<file path="config.mk">
export PLATFORM = sky130hd
export DESIGN_NAME = rom_fetch_top
export DESIGN_NICKNAME = d
export VERILOG_FILES = /design/src/rom_fetch_pkg.sv /design/src/rom_req_cache.sv /design/src/rom_fetch_ctrl.sv /design/src/rom_fetch_top.sv
export VERILOG_INCLUDE_DIRS = /design/src /design/src/src
export SDC_FILE = /design/constraint.sdc
export NUM_CORES = 1
export LEC_CHECK = 0
export BUFFER_PORTS_ARGS = -buffer_cell sky130_fd_sc_hd__buf_2
export CAP_MARGIN = 20
export CORE_UTILIZATION = 60
export CTS_CLUSTER_SIZE = 30
export DETAILED_ROUTE_END_ITERATION = 8
export GPL_ROUTABILITY_DRIVEN = 0
export PLACE_DENSITY = 0.83
export SLEW_MARGIN = 20
export SYNTH_ARGS = -nofsm -noshare
export SYNTH_HDL_FRONTEND = slang
export SYNTH_HIERARCHICAL = 1
export SYNTH_SLANG_ARGS = --single-unit
export TNS_END_PERCENT = 5
</file>
<file path="constraint.sdc">
create_clock -name clk -period 5.1 [get_ports clk]
set_input_delay 0 -clock clk [delete_from_list [all_inputs] [get_ports clk]]
set_output_delay 0 -clock clk [all_outputs]
set_load 0.1 [all_outputs]
</file>
<file path="src/rom_fetch_config.svh">
`ifndef ROM_FETCH_CONFIG_SVH
`define ROM_FETCH_CONFIG_SVH

//////////////////////////////
// ROM read path widths
//////////////////////////////

// Byte address width seen by the requester
`define ROM_AW 18

// Width of one word returned by the external ROM
`define ROM_WW 32

// Width of one requester access with four lanes per ROM word
`define ROM_DW 8

// Set to 1 to swap the two bytes of each half word on the read side
`define ROM_INVERT_A0 0

`endif

</file>
<file path="src/rom_fetch_pkg.sv">
`include "rom_fetch_config.svh"

package rom_fetch_pkg;

    //////////////////////////////
    // Data widths
    //////////////////////////////

    typedef logic [`ROM_AW-1:0] rom_addr_t;
    typedef logic [`ROM_WW-1:0] rom_word_t;
    typedef logic [`ROM_DW-1:0] rom_byte_t;

    // External ROM read request with a word aligned addr
    typedef struct packed {
        logic      rd;
        rom_addr_t addr;
    } rom_rd_t;

    // Fill write back into the cache
    typedef struct packed {
        logic      we;
        rom_word_t data;
    } rom_fill_t;

    // Fetch controller states
    typedef enum logic [1:0] {
        fetch_idle = 2'd0,
        fetch_wait = 2'd1,
        fetch_fill = 2'd2
    } fetch_state_t;
endpackage

</file>
<file path="src/rom_req_cache.sv">
`timescale 1ns/1ps
`include "rom_fetch_config.svh"

module rom_req_cache (
    input  logic                     clk,
    input  logic                     rst_n,
    input  logic                     cen,
    input  rom_fetch_pkg::rom_addr_t addr,
    input  logic                     addr_ok,
    input  rom_fetch_pkg::rom_fill_t fill,
    output logic                     miss_req,
    output rom_fetch_pkg::rom_addr_t word_addr,
    output rom_fetch_pkg::rom_byte_t dout
);

    //////////////////////////////
    // Storage and control state
    //////////////////////////////

    // Tag and word of entry 0
    rom_fetch_pkg::rom_addr_t tag0;
    rom_fetch_pkg::rom_word_t data0;

    // Tag and word of entry 1
    rom_fetch_pkg::rom_addr_t tag1;
    rom_fetch_pkg::rom_word_t data1;

    // High from reset until the first fill has loaded both entries
    logic init;

    // Picks the entry that the next fill overwrites
    logic repl_sel;

    // Per-entry tag match against the current word address
    logic hit0;
    logic hit1;

    // A fill is only accepted on a clock enable cycle
    logic fill_take;

    // Word of the matching entry and the byte lane inside it
    rom_fetch_pkg::rom_word_t data_mux;
    logic [1:0]               lane;

    //////////////////////////////
    // Address compare
    //////////////////////////////

    // With four byte lanes per word the two low bits never take part in the tag
    assign word_addr = {addr[`ROM_AW-1:2], 2'b00};

    assign hit0 = (word_addr == tag0);
    assign hit1 = (word_addr == tag1);

    // Tags hold garbage before the first fill, so init forces a request
    // Without addr_ok the address is not meaningful and no request is raised
    assign miss_req = init || (!(hit0 || hit1) && addr_ok);

    assign fill_take = cen && fill.we;

    //////////////////////////////
    // Replacement control
    //////////////////////////////

    always_ff @(posedge clk or negedge rst_n) begin
        if (!rst_n) begin
            init     <= 1'b1;
            repl_sel <= 1'b0;
        end else if (fill_take) begin
            init <= 1'b0;
            // The first fill lands in both entries and does not count for replacement
            if (!init) begin
                repl_sel <= ~repl_sel;
            end
        end
    end

    // The first fill after reset writes both entries and later fills follow repl_sel
    always_ff @(posedge clk) begin
        if (fill_take) begin
            if (init || !repl_sel) begin
                tag0  <= word_addr;
                data0 <= fill.data;
            end
            if (init || repl_sel) begin
                tag1  <= word_addr;
                data1 <= fill.data;
            end
        end
    end

    //////////////////////////////
    // Byte select
    //////////////////////////////

    // Entry 1 is selected whenever entry 0 does not match
    assign data_mux = hit0 ? data0 : data1;

    // Bit 0 inverted swaps bytes within each half word
    assign lane[1] = addr[1];
    assign lane[0] = (`ROM_INVERT_A0 != 0) ? ~addr[0] : addr[0];

    // The byte is captured on every clock without a pending miss
    // so it is valid one clock after busy falls or after a hit address settles
    always_ff @(posedge clk) begin
        if (!miss_req) begin
            dout <= data_mux[lane*`ROM_DW +: `ROM_DW];
        end
    end

endmodule

</file>
<file path="src/rom_fetch_ctrl.sv">
`timescale 1ns/1ps
`include "rom_fetch_config.svh"

module rom_fetch_ctrl (
    input  logic                     clk,
    input  logic                     rst_n,
    input  logic                     cen,
    input  logic                     miss_req,
    input  rom_fetch_pkg::rom_addr_t word_addr,
    input  rom_fetch_pkg::rom_word_t rom_data,
    input  logic                     rom_ok,
    output rom_fetch_pkg::rom_rd_t   rom_rd,
    output rom_fetch_pkg::rom_fill_t fill
);

    //////////////////////////////
    // Fetch state
    //////////////////////////////

    rom_fetch_pkg::fetch_state_t state;

    // Read strobe that is high for exactly one clock per miss
    logic rd_q;

    // Address of the outstanding read
    rom_fetch_pkg::rom_addr_t addr_q;

    // Word returned by the ROM and held until the cache takes it
    rom_fetch_pkg::rom_word_t data_q;

    // Conditions that start a read and end the wait
    logic issue;
    logic capture;

    // A new read only starts from idle on a clock enable cycle
    assign issue   = (state == rom_fetch_pkg::fetch_idle) && cen && miss_req;
    assign capture = (state == rom_fetch_pkg::fetch_wait) && rom_ok;

    always_ff @(posedge clk or negedge rst_n) begin
        if (!rst_n) begin
            state <= rom_fetch_pkg::fetch_idle;
            rd_q  <= 1'b0;
        end else begin
            // Strobe defaults low so it never lasts more than one clock
            rd_q <= 1'b0;
            case (state)
                rom_fetch_pkg::fetch_idle: begin
                    if (issue) begin
                        rd_q  <= 1'b1;
                        state <= rom_fetch_pkg::fetch_wait;
                    end
                end
                rom_fetch_pkg::fetch_wait: begin
                    // ROM latency varies and rom_ok alone ends the wait
                    if (capture) begin
                        state <= rom_fetch_pkg::fetch_fill;
                    end
                end
                rom_fetch_pkg::fetch_fill: begin
                    // The cache writes on this cen cycle, so the miss clears next clock
                    if (cen) begin
                        state <= rom_fetch_pkg::fetch_idle;
                    end
                end
                default: begin
                    state <= rom_fetch_pkg::fetch_idle;
                end
            endcase
        end
    end

    //////////////////////////////
    // Read address and fill word
    //////////////////////////////

    always_ff @(posedge clk) begin
        if (issue) begin
            addr_q <= word_addr;
        end
        if (capture) begin
            data_q <= rom_data;
        end
    end

    assign rom_rd.rd   = rd_q;
    assign rom_rd.addr = addr_q;

    // Write enable stays up for the whole fill state and the cache qualifies it with cen
    assign fill.we   = (state == rom_fetch_pkg::fetch_fill);
    assign fill.data = data_q;

endmodule

</file>
<file path="src/rom_fetch_top.sv">
`timescale 1ns/1ps
`include "rom_fetch_config.svh"

module rom_fetch_top (
    input  logic                     clk,
    input  logic                     rst_n,
    input  logic                     cen,
    input  rom_fetch_pkg::rom_addr_t addr,
    input  logic                     addr_ok,
    input  rom_fetch_pkg::rom_word_t rom_data,
    input  logic                     rom_ok,
    output rom_fetch_pkg::rom_byte_t dout,
    output logic                     busy,
    output rom_fetch_pkg::rom_rd_t   rom_rd
);

    //////////////////////////////
    // Stage links
    //////////////////////////////

    // Word aligned address of the current access that is copied into the ROM read
    rom_fetch_pkg::rom_addr_t word_addr;

    // Fill path running back from the fetch stage into the cache
    rom_fetch_pkg::rom_fill_t fill;

    // Stage 1 compares the address and selects the byte
    // Its miss request is the busy flag seen by the requester
    rom_req_cache u_cache (
        .clk       (clk),
        .rst_n     (rst_n),
        .cen       (cen),
        .addr      (addr),
        .addr_ok   (addr_ok),
        .fill      (fill),
        .miss_req  (busy),
        .word_addr (word_addr),
        .dout      (dout)
    );

    // Stage 2 reads the missing word from the ROM and writes it back
    rom_fetch_ctrl u_fetch (
        .clk       (clk),
        .rst_n     (rst_n),
        .cen       (cen),
        .miss_req  (busy),
        .word_addr (word_addr),
        .rom_data  (rom_data),
        .rom_ok    (rom_ok),
        .rom_rd    (rom_rd),
        .fill      (fill)
    );

endmodule

</file>
=== Word level (Yosys, flattened, before mapping) ===
Cells that the tools add are included.

* Bits in registers: 157
* Output and inout port bits: 28
* Input bits: 55
* Logic and storage cells: 44

* Shift operators: 1
* Bitwise logic cells: 2
* Muxes and demuxes: 7
* Equality and inequality tests: 7
* Reduce and logical (&&, ||, !) cells: 16

{| class="wikitable"
|+ Operator list
! kind !! number
|-
| $eq A16 B16 Y1 || 2
|-
| $mux W32 || 1
|-
| $shiftx A32 B6 Y8 || 1
|-
| $mux W2 || 3
|-
| $pmux W2 S3 || 1
|-
| $reduce_and A2 Y1 || 3
|-
| $logic_and A1 B1 Y1 || 5
|-
| $logic_or A1 B1 Y1 || 4
|-
| $ne A2 B1 Y1 const B || 2
|-
| $reduce_and A3 Y1 || 1
|-
| $eq A2 B1 Y1 const B || 1
|-
| $eq A2 B2 Y1 const B || 1
|-
| $logic_not A1 Y1 || 2
|-
| $logic_not A2 Y1 || 1
|-
| $mux W1 || 2
|-
| $ne A2 B2 Y1 const B || 1
|-
| $not A1 Y1 || 2
|}

=== Longest topological paths before layout ===
* Word-level depth: 8
* Depth in mapped cells: 6
* Depth with buffers taken out: 6

=== Modules after synthesis ===
Netlist, hierarchy kept.

{| class="wikitable"
|+ Modules (own cells, without submodules)
! module !! sequential area each (um^2) !! area each (um^2) !! times used !! cells an instance
|-
| rom_req_cache || 3,174.3 || 4,199.0 || 1 || 205
|-
| rom_fetch_ctrl || 1,576.5 || 1,651.6 || 1 || 63
|}

=== Worst setup path after synthesis ===
Ideal clock, no wire load.

* Kind: register -> register
* Start: register u_fetch.state[0]
* End: register u_cache.data0[0], enable pin
* Data arrival time: 3.037 ns
* Clock period less this slack: 3.507 ns
* Library setup time: 0.470 ns
* Data required time: 4.630 ns
* Path buffers: 0
* Cell stages (with the launch flop): 4
* Path slack: 1.593 ns
* Path through: dfrtp_1 and2b_2 nand2_1 a21oi_1

{| class="wikitable"
|+ RTL lines
! item !! RTL line !! source
|-
| start, declared || rom_fetch_ctrl.sv:20 || <nowiki>rom_fetch_pkg::fetch_state_t state;</nowiki>
|-
| start signal, assigned || rom_fetch_ctrl.sv:41 || <nowiki>state <= rom_fetch_pkg::fetch_idle;</nowiki>
|-
| start signal, assigned || rom_fetch_ctrl.sv:50 || <nowiki>state <= rom_fetch_pkg::fetch_wait;</nowiki>
|-
| start signal, assigned || rom_fetch_ctrl.sv:56 || <nowiki>state <= rom_fetch_pkg::fetch_fill;</nowiki>
|-
| end signal, assigned || rom_req_cache.sv:83 || <nowiki>data0 <= fill.data;</nowiki>
|-
| end, declared || rom_req_cache.sv:22 || <nowiki>rom_fetch_pkg::rom_word_t data0;</nowiki>
|}

=== Final worst setup path ===
* Start: register u_cache.tag0[4]
* End: register u_fetch.state[0]

* Longest elaborated chain between the ends: 8

{| class="wikitable"
|+ RTL lines
! item !! RTL line !! source
|-
| start, declared || rom_req_cache.sv:21 || <nowiki>rom_fetch_pkg::rom_addr_t tag0;</nowiki>
|-
| start signal, assigned || rom_req_cache.sv:82 || <nowiki>tag0 <= word_addr;</nowiki>
|-
| $eq A16 B16 Y1 || rom_req_cache.sv:52 || <nowiki>assign hit0 = (word_addr == tag0);</nowiki>
|-
| $logic_or A1 B1 Y1 || rom_req_cache.sv:57 || <nowiki>assign miss_req = init || (!(hit0 || hit1) && addr_ok);</nowiki>
|-
| $logic_not A1 Y1 || rom_req_cache.sv:57 ||
|-
| $logic_and A1 B1 Y1 || rom_req_cache.sv:57 ||
|-
| $logic_or A1 B1 Y1 || rom_req_cache.sv:57 ||
|-
| $logic_and A1 B1 Y1 || rom_fetch_ctrl.sv:36 || <nowiki>assign issue = (state == rom_fetch_pkg::fetch_idle) && cen && miss_req;</nowiki>
|-
| net u_fetch.issue || rom_fetch_ctrl.sv:32 || <nowiki>logic issue;</nowiki>
|-
| $ne A2 B1 Y1 (no source line) || -- ||
|-
| $reduce_and A3 Y1 (no source line) || -- ||
|}

The timed path passes the listed nets, and every way through them passes these cells.
A chain may end at the register's enable or synchronous reset.

==> flow_summary.toml <==
[run_status]
status = "finished, final reports clean"

[cells_and_area]
nets = 457
drive_above_1_share_pct = 36.1
antenna_cells = 0
stdcell_count = 544
nFillCells = 483
area_growth_pct = 27.0
utilization_pct = 79.7

[critical_path]
worst-path-max-fanout = 19
crit_required_ns = 5.50
cp_data_arrival_time_ns = 3.09
worst-r2r-setup-slack_ns = 2.41
crit_path_end_kind = "register"
critPathKind = "reg -> reg"
start_kind = "register"

[detailed_routing]
postRouteAntennaNets = 0
wl_per_cell_um = 18.2
routed_via_density = 5.24
drt_iter0_drc = 126
wirelength_mm = 9.90
routed-via-count = 2851
firstDrtPassIters = 4
drcViolationCount = 0

[synth]
syn_inst = 268
syn-cell-area_um2 = 5850
yosys.area.top_type = "edfxtp_1"
synth_edf_count = 154
yosys-top-cells-area = "edfxtp_1 79%, mux4_2 6.2%, xor2_1 4.9%"
yosys.area.top_type_share_pct = 79.0
ys_async_sr_fraction_pct = 3.14
syn_area_per_cell_um2 = 21.8
synthFlopType = "edfxtp_1"
ys_types = 26
yosysWarnings = 6
yosysSeqAreaShare_pct = 81.2
synth-seq-cells = 159

[clock_network]
clock_latency_ns = 0.52
postCtsSetupRepairBufs = 0
clockBufferDepth = 2
cts_root_buffer = "clkbuf_8"
cts_tree = "built"
htree_num_levels = 4
postCtsHoldBufs = 53
clock_sinks = 159
cts_resized = 0
cts_buffers = 17
clk_pin_slew_ns = 0.07

[die]
die_h_um = 101
die-area_um2 = 10100
initial_core_util_pct = 62.7
num_rows = 35
io_pins = 83
dieWidth_um = 101
fp.coreArea_um2 = 9330

[sta]
period_minus_slack_ns = 2.69
final-hold-violation-count = 0
fmax_ghz = 0.372
max_slew.worst_pin.slew_ns = 0.879
setup_violations = 0
fin_tns_setup_ns = 0
maxSlewViolCount = 0
fin_crit_sh_pct = 52.7
holdWs_ns = 0.186
finalClockSkew_ns = 0.00803
relSlewSlack_pct = 41.3
rsz0062_at_grt = "false"

[worst_hold_path]
hold_path.class = "in -> reg"

[power_and_ir_drop]
power_density_nw_per_um2 = 491
ir_worst_vdd_v = 0.000343
leakage_nw = 2.66
p_total_mw = 3.65

[placed_design]
dpl.cell_count = 459
place_hpwl_mm = 5.62
portBuffers = 82

[flow_run]
maxCapViolations = 0

[global_routing]
grt_use_total_pct = 21.6
grt_pass1_wl_mm = 15.2
grt_max_degree = 33
antenna_found_initial = 0
grt_pass1_vias = 3050
overflow = 0
[cell families (layout without fill, tap and decap cells)]
| kind of cell | after synthesis | in the layout | share of synthesized area [%] |
|---|---|---|---|
| mux | 24 | 24 | 7.70 |
| flops | 159 | 159 | 81.2 |
| xor+xnor | 33 | 33 | 4.94 |
| simple gates | 21 | 21 | 2.59 |
| other cells | 1 | 2 | 0.0641 |
| buf+inv | 25 | 171 | 2.93 |
| compound gates | 5 | 5 | 0.578 |
[final cells by class]
class / instances / area (um^2) / share of cell area [%]
Clock buffer: 17 / 414 / 5.57
Clock inverter: 15 / 176 / 2.37
Inverter: 2 / 7.51 / 0.101
Multi-Input combinational cell: 85 / 965 / 13.0
Sequential cell: 159 / 4750 / 63.9
Tap cell: 129 / 161 / 2.17
Timing Repair Buffer: 137 / 956 / 12.9
[layer usage]
layer | GRT usage, % | up-vias | routed length, um
met4 | 9.70 | 0 | 161
li1 | - | 1308 | -
met5 | 0 | - | 0
met1 | 24.8 | 1416 | 3950
met3 | 5.06 | 13 | 473
met2 | 38.7 | 114 | 5320
[power by group]
group          internal [mW]  total, mW  switching [mW]
Combinational          0.145      0.649           0.504
Sequential              1.68       1.76          0.0799
Clock                  0.714       1.24           0.525
[cells in the mapped netlist, types with 2 or more instances]
| cell type | instances |
|---|---|
| a21oi_1 | 2 |
| buf_2 | 2 |
| buf_4 | 20 |
| dfrtp_1 | 4 |
| edfxtp_1 | 154 |
| inv_1 | 2 |
| mux2_2 | 8 |
| mux4_2 | 16 |
| nand2_1 | 2 |
| nor2_1 | 4 |
| nor4_1 | 6 |
| nor4_2 | 2 |
| xor2_1 | 33 |
[worst max-delay path, stage by stage, from the launching register on]
cell and delay (ns):
edfxtp_1 0.40, xor2_1 0.19, nor4_2 0.34, nand4_2 0.43
a31o_2 0.40, and4bb_1 0.47, or2_1 0.35
[flip-flops by register name, summed over array words and instances (netlist names)]
| name | count |
|---|---|
| u_fetch/data_q | 32 |
| u_cache/repl_sel | 1 |
| u_cache/tag0 | 16 |
| u_cache/data1 | 32 |
| u_fetch/rd_q | 1 |
| u_cache/dout | 8 |
| u_cache/init | 1 |
| u_cache/data0 | 32 |
| u_fetch/state | 2 |
| u_fetch/addr_q | 18 |
| u_cache/tag1 | 16 |
[cell usage in the layout (no fill, tap or decap), types with 3 or more instances in the layout]
cell type | Yosys | routed
mux2_2 | 8 | 8
nor4_1 | 6 | 6
dfrtp_1 | 4 | 4
dlygate4sd3_1 | 0 | 53
clkbuf_16 | 0 | 16
edfxtp_1 | 154 | 154
buf_2 | 2 | 82
inv_6 | 0 | 3
xor2_1 | 33 | 33
clkinv_4 | 0 | 3
inv_8 | 0 | 4
mux4_2 | 16 | 16
[per-stage QoR]
| step | instance area [um^2] | setup WS, ns |
|---|---|---|
| 6_report | 7430 | 2.41 |
| 5_1_grt | 7430 | 2.22 |
| 4_1_cts | 7430 | 2.36 |
| 3_5_place_dp | 6310 | 2.41 |
| 3_3_place_gp | 6300 | 2.24 |
| 2_1_floorplan | 5850 | 1.59 |
[final timing paths]
| kind | cells after the start | endpoint | start |
|---|---|---|---|
| setup / recovery | 6 | u_fetch/state[0] | u_cache/tag0[4] |
| hold / removal | 2 | u_fetch/data_q[16] | rom_data[16] |
| setup reg to reg | 6 | u_fetch/state[0] | u_cache/tag0[4] |
| hold reg to reg | 0 | u_cache/data0[15] | u_fetch/data_q[15] |
| max in group asynchronous | 3 | u_cache/init | rst_n |
| min in group asynchronous | 3 | u_fetch/state[0] | rst_n |
No activity file was read; power rests on OpenSTA's default activity.
